===== config.mk =====
export PLATFORM = sky130hd
export DESIGN_NAME = csa_top
export DESIGN_NICKNAME = d
export VERILOG_FILES = /design/src/rtl/csa_pkg.sv /design/src/rtl/csa_calc_unit.sv /design/src/rtl/csa_dispatch.sv /design/src/rtl/csa_collect.sv /design/src/rtl/csa_reg_port.sv /design/src/rtl/csa_top.sv
export SDC_FILE = /design/constraint.sdc
export NUM_CORES = 2
export LEC_CHECK = 0
export BUFFER_PORTS_ARGS = -buffer_cell sky130_fd_sc_hd__buf_2
export CORE_UTILIZATION = 55
export DETAILED_ROUTE_END_ITERATION = 10
export GPL_TIMING_DRIVEN = 0
export PLACE_DENSITY = 0.71
export SLEW_MARGIN = 20
export SYNTH_ARGS = -nofsm -noshare
export SYNTH_HDL_FRONTEND = slang
export SYNTH_SLANG_ARGS = --single-unit

===== constraint.sdc =====
create_clock -name clk -period 5.1 [get_ports clk]
set_input_delay 1.02 -clock clk [delete_from_list [all_inputs] [get_ports clk]]
set_output_delay 1.02 -clock clk [all_outputs]
set_load 0.02 [all_outputs]

===== src/rtl/csa_pkg.sv =====
package csa_pkg;

	localparam int DATA_W = 32;
	localparam int IN_BYTES = 5;
	localparam int IN_W = 8 * IN_BYTES;
	localparam int ACC_W = 40;
	localparam int OUT_W = 48;

	// a job carries the target unit index next to the raw record.
	typedef struct packed {
		logic [7:0] channel;
		logic [IN_W-1:0] data;
	} csa_job_t;

	// also the word written to the output FIFO.
	typedef struct packed {
		logic [7:0] channel;
		logic [ACC_W-1:0] acc;
	} csa_result_t;

	typedef enum logic [3:0] {
		CHANNEL = 4'd0,
		IN_VALID = 4'd1,
		OUT_VALID = 4'd2,
		IN_DATA_0 = 4'd3,
		IN_DATA_1 = 4'd4,
		IN_DATA_2 = 4'd5,
		IN_DATA_3 = 4'd6,
		IN_DATA_4 = 4'd7,
		OUT_ACC_LO = 4'd8,
		OUT_ACC_HI = 4'd9
	} csa_reg_addr_e;

	typedef enum logic [1:0] {
		WAIT_IN,
		WAIT_OUT,
		HOLD
	} csa_valid_state_e;

	typedef enum logic [1:0] {
		IDLE,
		RUN,
		RESOLVE
	} csa_unit_state_e;

endpackage


===== src/rtl/csa_calc_unit.sv =====
module csa_calc_unit #(
	parameter int ID = 0,
	parameter int CALC_TIMES = 50000
) (
	input logic clk,
	input logic rst_n,
	input logic start,
	input csa_pkg::csa_job_t job,
	output logic busy,
	output logic done,
	output csa_pkg::csa_result_t result
);

	localparam int CNT_W = (CALC_TIMES > 1) ? $clog2(CALC_TIMES) : 1;

	csa_pkg::csa_unit_state_e state;
	logic [CNT_W-1:0] cnt;
	logic [csa_pkg::ACC_W-1:0] byte_sum;
	logic [csa_pkg::ACC_W-1:0] term;
	logic [csa_pkg::ACC_W-1:0] sum_v;
	logic [csa_pkg::ACC_W-1:0] carry_v;

	always_comb begin
		byte_sum = '0;
		for (int k = 0; k < csa_pkg::IN_BYTES; k++) begin
			byte_sum = byte_sum + csa_pkg::ACC_W'(job.data[8*k +: 8]);
		end
	end

	always_ff @(posedge clk) begin
		if (!rst_n) begin
			state <= csa_pkg::IDLE;
			cnt <= '0;
		end else begin
			case (state)
				csa_pkg::IDLE: begin
					if (start) begin
						state <= csa_pkg::RUN;
						cnt <= '0;
					end
				end
				csa_pkg::RUN: begin
					cnt <= cnt + 1'b1;
					if (cnt == CNT_W'(CALC_TIMES - 1)) begin
						state <= csa_pkg::RESOLVE;
					end
				end
				csa_pkg::RESOLVE: begin
					state <= csa_pkg::IDLE;
				end
				default: begin
					state <= csa_pkg::IDLE;
				end
			endcase
		end
	end

	// one 3:2 compression per RUN cycle keeps the carry chain out of the loop.
	always_ff @(posedge clk) begin
		if (start && state == csa_pkg::IDLE) begin
			term <= byte_sum;
			sum_v <= '0;
			carry_v <= '0;
		end else if (state == csa_pkg::RUN) begin
			sum_v <= sum_v ^ carry_v ^ term;
			carry_v <= ((sum_v & carry_v) | (sum_v & term) | (carry_v & term)) << 1;
		end
	end

	assign busy = (state != csa_pkg::IDLE);
	assign done = (state == csa_pkg::RESOLVE);
	assign result.channel = 8'(ID);
	// the only full-width add happens here, once per job.
	assign result.acc = sum_v + carry_v;

	a_no_start_busy: assert property (@(posedge clk) disable iff (!rst_n)
		start |-> !busy);

	a_job_channel: assert property (@(posedge clk) disable iff (!rst_n)
		start |-> job.channel == 8'(ID));

endmodule


===== src/rtl/csa_dispatch.sv =====
module csa_dispatch #(
	parameter int NUM_UNITS = 5
) (
	input logic clk,
	input logic rst_n,
	input logic in_ready,
	output logic in_ren,
	input logic [csa_pkg::IN_W-1:0] in_rdata,
	input logic [NUM_UNITS-1:0] unit_busy,
	output logic [NUM_UNITS-1:0] start,
	output csa_pkg::csa_job_t job,
	output logic job_seen
);

	localparam int IDX_W = (NUM_UNITS > 1) ? $clog2(NUM_UNITS) : 1;

	typedef enum logic [1:0] {
		D_IDLE,
		D_READ,
		D_ISSUE
	} disp_state_e;

	disp_state_e state;
	logic [IDX_W-1:0] idx;

	always_ff @(posedge clk) begin
		if (!rst_n) begin
			state <= D_IDLE;
			idx <= '0;
			in_ren <= 1'b0;
			start <= '0;
			job_seen <= 1'b0;
		end else begin
			in_ren <= 1'b0;
			start <= '0;
			job_seen <= 1'b0;
			case (state)
				D_IDLE: begin
					// the start bit still counts, busy rises only a cycle later.
					if (in_ready && !unit_busy[idx] && !start[idx]) begin
						in_ren <= 1'b1;
						state <= D_READ;
					end
				end
				D_READ: begin
					state <= D_ISSUE;
				end
				D_ISSUE: begin
					start[idx] <= 1'b1;
					job_seen <= 1'b1;
					idx <= (idx == IDX_W'(NUM_UNITS - 1)) ? '0 : idx + 1'b1;
					state <= D_IDLE;
				end
				default: begin
					state <= D_IDLE;
				end
			endcase
		end
	end

	// the FIFO word is valid one cycle after the read pulse.
	always_ff @(posedge clk) begin
		if (state == D_ISSUE) begin
			job.channel <= 8'(idx);
			job.data <= in_rdata;
		end
	end

endmodule


===== src/rtl/csa_collect.sv =====
module csa_collect #(
	parameter int NUM_UNITS = 5
) (
	input logic clk,
	input logic rst_n,
	input logic [NUM_UNITS-1:0] unit_done,
	input csa_pkg::csa_result_t unit_result [NUM_UNITS],
	output logic out_wen,
	output csa_pkg::csa_result_t out_wdata,
	output logic result_seen
);

	logic [csa_pkg::OUT_W-1:0] merged;

	// completions are one-hot, so an OR of the masked results is the mux.
	always_comb begin
		merged = '0;
		for (int i = 0; i < NUM_UNITS; i++) begin
			if (unit_done[i]) begin
				merged = merged | unit_result[i];
			end
		end
	end

	always_ff @(posedge clk) begin
		if (!rst_n) begin
			out_wen <= 1'b0;
		end else begin
			out_wen <= |unit_done;
		end
	end

	always_ff @(posedge clk) begin
		if (|unit_done) begin
			out_wdata <= merged;
		end
	end

	assign result_seen = out_wen;

	a_one_done: assert property (@(posedge clk) disable iff (!rst_n)
		$onehot0(unit_done));

	// issue spacing in the dispatcher keeps writes apart.
	a_write_gap: assert property (@(posedge clk) disable iff (!rst_n)
		out_wen |=> !out_wen);

endmodule


===== src/rtl/csa_reg_port.sv =====
module csa_reg_port #(
	parameter int NUM_UNITS = 5,
	parameter int ADDR_BITS = 4
) (
	input logic clk,
	input logic rst_n,
	input logic wen,
	input logic [ADDR_BITS-1:0] waddr,
	input logic [csa_pkg::DATA_W-1:0] wdata,
	input logic [csa_pkg::DATA_W/8-1:0] wstrb,
	input logic ren,
	input logic [ADDR_BITS-1:0] raddr,
	output logic [csa_pkg::DATA_W-1:0] rdata,
	input logic job_seen,
	input csa_pkg::csa_job_t job,
	input logic result_seen,
	input csa_pkg::csa_result_t result
);

	localparam logic [csa_pkg::DATA_W-1:0] UNIT_LIMIT = NUM_UNITS;

	logic [ADDR_BITS-1:0] wr_addr;
	logic [csa_pkg::DATA_W-1:0] wr_data;
	logic wr_pend;
	logic chan_load;
	logic [7:0] channel;
	logic in_hit;
	logic out_hit;
	logic [csa_pkg::IN_W-1:0] in_snap;
	csa_pkg::csa_result_t out_snap;
	csa_pkg::csa_valid_state_e vstate;
	logic in_valid;
	logic out_valid;
	logic [csa_pkg::DATA_W-1:0] rd_word;

	// bytes with a low strobe keep their previous value.
	always_ff @(posedge clk) begin
		if (!rst_n) begin
			wr_addr <= '0;
			wr_data <= '0;
			wr_pend <= 1'b0;
		end else begin
			wr_pend <= wen;
			if (wen) begin
				wr_addr <= waddr;
				for (int b = 0; b < csa_pkg::DATA_W / 8; b++) begin
					if (wstrb[b]) begin
						wr_data[8*b +: 8] <= wdata[8*b +: 8];
					end
				end
			end
		end
	end

	assign chan_load = wr_pend && (wr_addr == ADDR_BITS'(csa_pkg::CHANNEL))
		&& (wr_data < UNIT_LIMIT);

	always_ff @(posedge clk) begin
		if (!rst_n) begin
			channel <= '0;
		end else if (chan_load) begin
			channel <= wr_data[7:0];
		end
	end

	// captures against the old channel are dropped in the cycle it changes.
	assign in_hit = job_seen && (job.channel == channel) && !chan_load;
	assign out_hit = result_seen && (result.channel == channel) && !chan_load;

	always_ff @(posedge clk) begin
		if (in_hit) begin
			in_snap <= job.data;
		end
		if (out_hit) begin
			out_snap <= result;
		end
	end

	always_ff @(posedge clk) begin
		if (!rst_n) begin
			vstate <= csa_pkg::WAIT_IN;
			in_valid <= 1'b0;
			out_valid <= 1'b0;
		end else if (chan_load) begin
			vstate <= csa_pkg::WAIT_IN;
			in_valid <= 1'b0;
			out_valid <= 1'b0;
		end else begin
			case (vstate)
				csa_pkg::WAIT_IN: begin
					if (in_hit) begin
						in_valid <= 1'b1;
						vstate <= csa_pkg::WAIT_OUT;
					end
				end
				csa_pkg::WAIT_OUT: begin
					if (out_hit) begin
						out_valid <= 1'b1;
						vstate <= csa_pkg::HOLD;
					end
				end
				csa_pkg::HOLD: begin
					vstate <= csa_pkg::HOLD;
				end
				default: begin
					vstate <= csa_pkg::WAIT_IN;
				end
			endcase
		end
	end

	always_comb begin
		rd_word = '0;
		case (raddr)
			ADDR_BITS'(csa_pkg::CHANNEL): rd_word[7:0] = channel;
			ADDR_BITS'(csa_pkg::IN_VALID): rd_word[0] = in_valid;
			ADDR_BITS'(csa_pkg::OUT_VALID): rd_word[0] = out_valid;
			ADDR_BITS'(csa_pkg::IN_DATA_0): rd_word[7:0] = in_snap[7:0];
			ADDR_BITS'(csa_pkg::IN_DATA_1): rd_word[7:0] = in_snap[15:8];
			ADDR_BITS'(csa_pkg::IN_DATA_2): rd_word[7:0] = in_snap[23:16];
			ADDR_BITS'(csa_pkg::IN_DATA_3): rd_word[7:0] = in_snap[31:24];
			ADDR_BITS'(csa_pkg::IN_DATA_4): rd_word[7:0] = in_snap[39:32];
			ADDR_BITS'(csa_pkg::OUT_ACC_LO): rd_word = out_snap.acc[31:0];
			ADDR_BITS'(csa_pkg::OUT_ACC_HI): rd_word[15:0] = {out_snap.channel, out_snap.acc[39:32]};
			default: rd_word = {16'hE000, 16'(raddr)};
		endcase
	end

	always_ff @(posedge clk) begin
		if (!rst_n) begin
			rdata <= '0;
		end else if (ren) begin
			rdata <= rd_word;
		end
	end

endmodule


===== src/rtl/csa_top.sv =====
module csa_top #(
	parameter int NUM_UNITS = 5,
	parameter int CALC_TIMES = 50000,
	parameter int ADDR_BITS = 4
) (
	input logic clk,
	input logic rst_n,
	input logic wen,
	input logic [ADDR_BITS-1:0] waddr,
	input logic [csa_pkg::DATA_W-1:0] wdata,
	input logic [csa_pkg::DATA_W/8-1:0] wstrb,
	input logic ren,
	input logic [ADDR_BITS-1:0] raddr,
	output logic [csa_pkg::DATA_W-1:0] rdata,
	input logic in_ready,
	output logic in_ren,
	input logic [csa_pkg::IN_W-1:0] in_rdata,
	output logic out_wen,
	output csa_pkg::csa_result_t out_wdata
);

	logic [NUM_UNITS-1:0] unit_busy;
	logic [NUM_UNITS-1:0] unit_start;
	logic [NUM_UNITS-1:0] unit_done;
	csa_pkg::csa_result_t unit_result [NUM_UNITS];
	csa_pkg::csa_job_t job;
	logic job_seen;
	logic result_seen;

	csa_reg_port #(
		.NUM_UNITS(NUM_UNITS),
		.ADDR_BITS(ADDR_BITS)
	) reg_port_i (
		.clk(clk),
		.rst_n(rst_n),
		.wen(wen),
		.waddr(waddr),
		.wdata(wdata),
		.wstrb(wstrb),
		.ren(ren),
		.raddr(raddr),
		.rdata(rdata),
		.job_seen(job_seen),
		.job(job),
		.result_seen(result_seen),
		.result(out_wdata)
	);

	csa_dispatch #(
		.NUM_UNITS(NUM_UNITS)
	) dispatch_i (
		.clk(clk),
		.rst_n(rst_n),
		.in_ready(in_ready),
		.in_ren(in_ren),
		.in_rdata(in_rdata),
		.unit_busy(unit_busy),
		.start(unit_start),
		.job(job),
		.job_seen(job_seen)
	);

	// all units see the same job bus, only the one with its start bit takes it.
	for (genvar i = 0; i < NUM_UNITS; i++) begin : g_unit
		csa_calc_unit #(
			.ID(i),
			.CALC_TIMES(CALC_TIMES)
		) calc_unit_i (
			.clk(clk),
			.rst_n(rst_n),
			.start(unit_start[i]),
			.job(job),
			.busy(unit_busy[i]),
			.done(unit_done[i]),
			.result(unit_result[i])
		);
	end

	csa_collect #(
		.NUM_UNITS(NUM_UNITS)
	) collect_i (
		.clk(clk),
		.rst_n(rst_n),
		.unit_done(unit_done),
		.unit_result(unit_result),
		.out_wen(out_wen),
		.out_wdata(out_wdata),
		.result_seen(result_seen)
	);

endmodule


==> impl_metrics.py <==
metrics = {
    "status": {
        "status": "finished, final reports clean",
    },
    "place": {
        "dp_hpwl_um": 105000,
        "place_congestion": 1.07,
        "dp_slack_ns": 0.0563,
        "port_buffers": 159,
        "placed_cell_area_um2": 45100,
    },
    "route": {
        "drtIter0Drc": 4555,
        "first_pass_iters": 7,
        "via_per_inst": 6.10,
        "route.detailed.drc": 0,
        "drt-total-wl_um": 138000,
        "routedWlPerCell_um": 21.9,
        "vias": 38400,
        "antenna_left": 0,
    },
    "layout": {
        "finish.instance_area_um2": 48100,
        "area_growth_pct": 12.3,
        "nNetsFinal": 5582,
        "layout_common_cells": "1065 x nand2_1, 683 x a21oi_1, 579 x dfxtp_1, 290 x clkbuf_1, 224 x edfxtp_1",
        "layout-drive-gt1-share": 0.0738,
        "final_common_cell": "nand2_1",
    },
    "job": {
        "drv_cap": 0,
    },
    "critical_path": {
        "worstPathRequired_ns": 5.43,
        "cp.arrival_ns": 5.11,
        "cp-end-kind": "flop",
        "r2r_setup_slack_ns": 0.32,
        "criticalPathCategory": "flop to flop",
        "crit_fanout": 5,
        "crit_path_start_kind": "flop",
    },
    "power_and_ir_drop": {
        "powerDensity_nw_per_um2": 306,
        "leakage_uw": 0.0186,
        "p_sw_frac": 0.255,
        "internal_power_uw": 11000,
        "pwr-share-seq": 0.468,
        "ir_worst_vdd_uv": 270,
        "clkPwrFrac": 0.447,
        "p_comb_frac": 0.085,
        "power.switching_uw": 3750,
    },
    "global_route": {
        "grt_pass1_vias": 35500,
        "grt_pass1_wl_um": 209000,
        "grt_use_total": 0.345,
        "antenna_found_initial": 13,
        "grt-ovfl-total": 0,
        "grt_max_degree": 45,
    },
    "clock_tree": {
        "clockRootBuffer": "clkbuf_16",
        "clkTransAtPathRegs_ns": 0.06,
        "cts_sinks": 803,
        "clk_latency_ns": 0.68,
        "cts_buffers": 86,
        "cts.path.max_buffers": 3,
        "cts_setup_buffers": 0,
        "tritoncts": "done",
        "htreeDepth": 3,
    },
    "worst_hold_path": {
        "min_path_type": "flop to flop",
    },
    "synthesis": {
        "synth_seq_cells": 803,
        "synth_edf_count": 224,
        "ys_warn_count": 0,
        "yosysSeqAreaShare": 0.428,
        "yosysUniqueCellTypes": 101,
        "avgSynthCellArea_um2": 8.66,
        "synth-main-ff-cell": "dfxtp_1",
        "syn_inst": 4944,
        "ys_async_sr_fraction": 0,
        "syn-cell-area_um2": 42800,
    },
    "timing": {
        "finalWorstSetupSlack_ns": 0.321,
        "drv_slew": 0,
        "min_period_over_period": 0.937,
        "fin_tns_setup_ns": 0,
        "period_needed_ns": 4.78,
        "fmax_mhz": 209,
        "final.setup_skew_ns": 0.0406,
        "setup_viol": 0,
        "slew_headroom": 0.148,
        "finalHoldViolCount": 0,
        "holdWs_ns": 0.426,
        "rsz0062_at_grt": "false",
        "tightest_slew_ns": 1.26,
    },
    "floorplan": {
        "die-area_um2": 78900,
        "core_area_um2": 76500,
        "start_util": 0.560,
        "dieHeight_um": 281,
        "row_count": 101,
        "ioPinCount": 171,
        "die_w_um": 281,
    },
}
-- worst paths after layout --
check | from | cells past startpoint | end
worst min-delay path | dispatch_i.job[24]$_DFFE_PP_ | 0 | reg_port_i.in_snap[24]$_DFFE_PP_
worst max register to register | dispatch_i.job[0]$_DFFE_PP_ | 19 | g_unit[3].calc_unit_i.term[8]$_DFFE_PP_
worst max-delay path | dispatch_i.job[0]$_DFFE_PP_ | 19 | g_unit[3].calc_unit_i.term[8]$_DFFE_PP_
worst min register to register | dispatch_i.job[24]$_DFFE_PP_ | 0 | reg_port_i.in_snap[24]$_DFFE_PP_
-- area by class of cell --
type,instances,area [um^2]
Multi-Input combinational cell,3710,22900
Tap cell,1030,1290
Antenna cell,5,12.5
Fill cell,6564,28400
Clock inverter,34,462
Inverter,119,447
Timing Repair Buffer,163,882
Sequential cell,803,18300
Buffer,316,1230
Clock buffer,126,2530
-- synthesized netlist by cell type, drive strengths merged (53+ instances only) --
cell / number / share of area
a21oi: 687 / 0.081
nand2: 1065 / 0.093
inv: 118 / 0.010
nor3: 53 / 0.0063
nand4: 65 / 0.0095
xor2: 75 / 0.015
fa: 72 / 0.034
o21ai: 169 / 0.020
nor2: 196 / 0.017
nand3: 158 / 0.018
ha: 222 / 0.065
clkbuf: 276 / 0.024
dfxtp: 579 / 0.27
a21o: 95 / 0.017
xnor2: 106 / 0.022
edfxtp: 224 / 0.16
-- critical path, stage by stage (launching register included) --
cell and delay, ns:
edfxtp_1 0.37, ha_1 0.23, inv_1 0.07, fa_1 0.41, inv_1 0.07, a21oi_1 0.07
o21bai_2 0.20, a21oi_1 0.13, nor2_1 0.14, nor2_1 0.07, xnor2_1 0.14, fa_1 0.52
inv_1 0.06, fa_1 0.51, inv_1 0.04, ha_1 0.32, inv_1 0.07, o21bai_1 0.15
a21oi_1 0.13, xnor2_2 0.69
-- stage by stage --
| step | power, uW | instances | utilization |
|---|---|---|---|
| final | 14700 | 6306 | 0.629 |
| after global placement | 8160 | 6137 | 0.587 |
| after global routing | 15100 | 6301 | 0.629 |
| after detailed placement | 8230 | 6141 | 0.589 |
| after floorplan | 7670 | 4948 | - |
| after CTS | 14700 | 6301 | 0.629 |
-- routing by layer --
layer / routed length, um / global-route usage / share of wire / vias to the layer above
li1: - / - / - / 18000
met5: 60 / 0 / 0.00044 / -
met3: 14700 / 0.0775 / 0.11 / 381
met1: 56300 / 0.461 / 0.41 / 18200
met4: 8760 / 0.186 / 0.064 / 10
met2: 58000 / 0.520 / 0.42 / 1838
-- cell families (layout without fill, tap and decap cells) --
| kind of cell | after synthesis | in the layout | share of synthesized area |
|---|---|---|---|
| muxes | 42 | 42 | 0.0102 |
| adders and majority gates | 294 | 294 | 0.0986 |
| buffers and inverters | 435 | 758 | 0.0391 |
| AOI/OAI and AO/OA | 1385 | 1385 | 0.201 |
| other | 1 | 10 | 0.0000876 |
| xor gates and xnor gates | 181 | 181 | 0.0370 |
| DFF | 803 | 803 | 0.428 |
| and+or+nand+nor | 1803 | 1803 | 0.186 |
-- sequential cells by signal, indices dropped and copies added, names as in the netlist, 2 cells and up --
name	flops
reg_port_i.wr_data	32
reg_port_i.in_snap	40
reg_port_i.wr_addr	4
collect_i.out_wdata	43
reg_port_i.rdata	32
reg_port_i.channel	8
g_unit.calc_unit_i.term	55
reg_port_i.out_snap	43
dispatch_i.state	2
dispatch_i.idx	3
reg_port_i.vstate	2
g_unit.calc_unit_i.sum_v	200
dispatch_i.start	5
g_unit.calc_unit_i.carry_v	195
dispatch_i.job	43
g_unit.calc_unit_i.cnt	80
g_unit.calc_unit_i.state	10
-- power by group through the flow --
| stage | sequential (uW) | combinational, uW | clock [uW] |
|---|---|---|---|
| 3_5_place_dp | 7010 | 1220 | 0 |
| 5_1_grt | 6900 | 1330 | 6860 |
| 3_3_place_gp | 7010 | 1150 | 0 |
| 6_report | 6880 | 1250 | 6570 |
| 2_1_floorplan | 6990 | 679 | 0 |
| 4_1_cts | 6880 | 1220 | 6620 |
-- timing repair --
| action | in CTS | in global routing |
|---|---|---|
| hold buffers | 0 | 0 |
| resized for setup | 0 | 2 |
| endpoints found under the setup margin | 0 | 10 |
No activity file was read; power rests on OpenSTA's default activity.
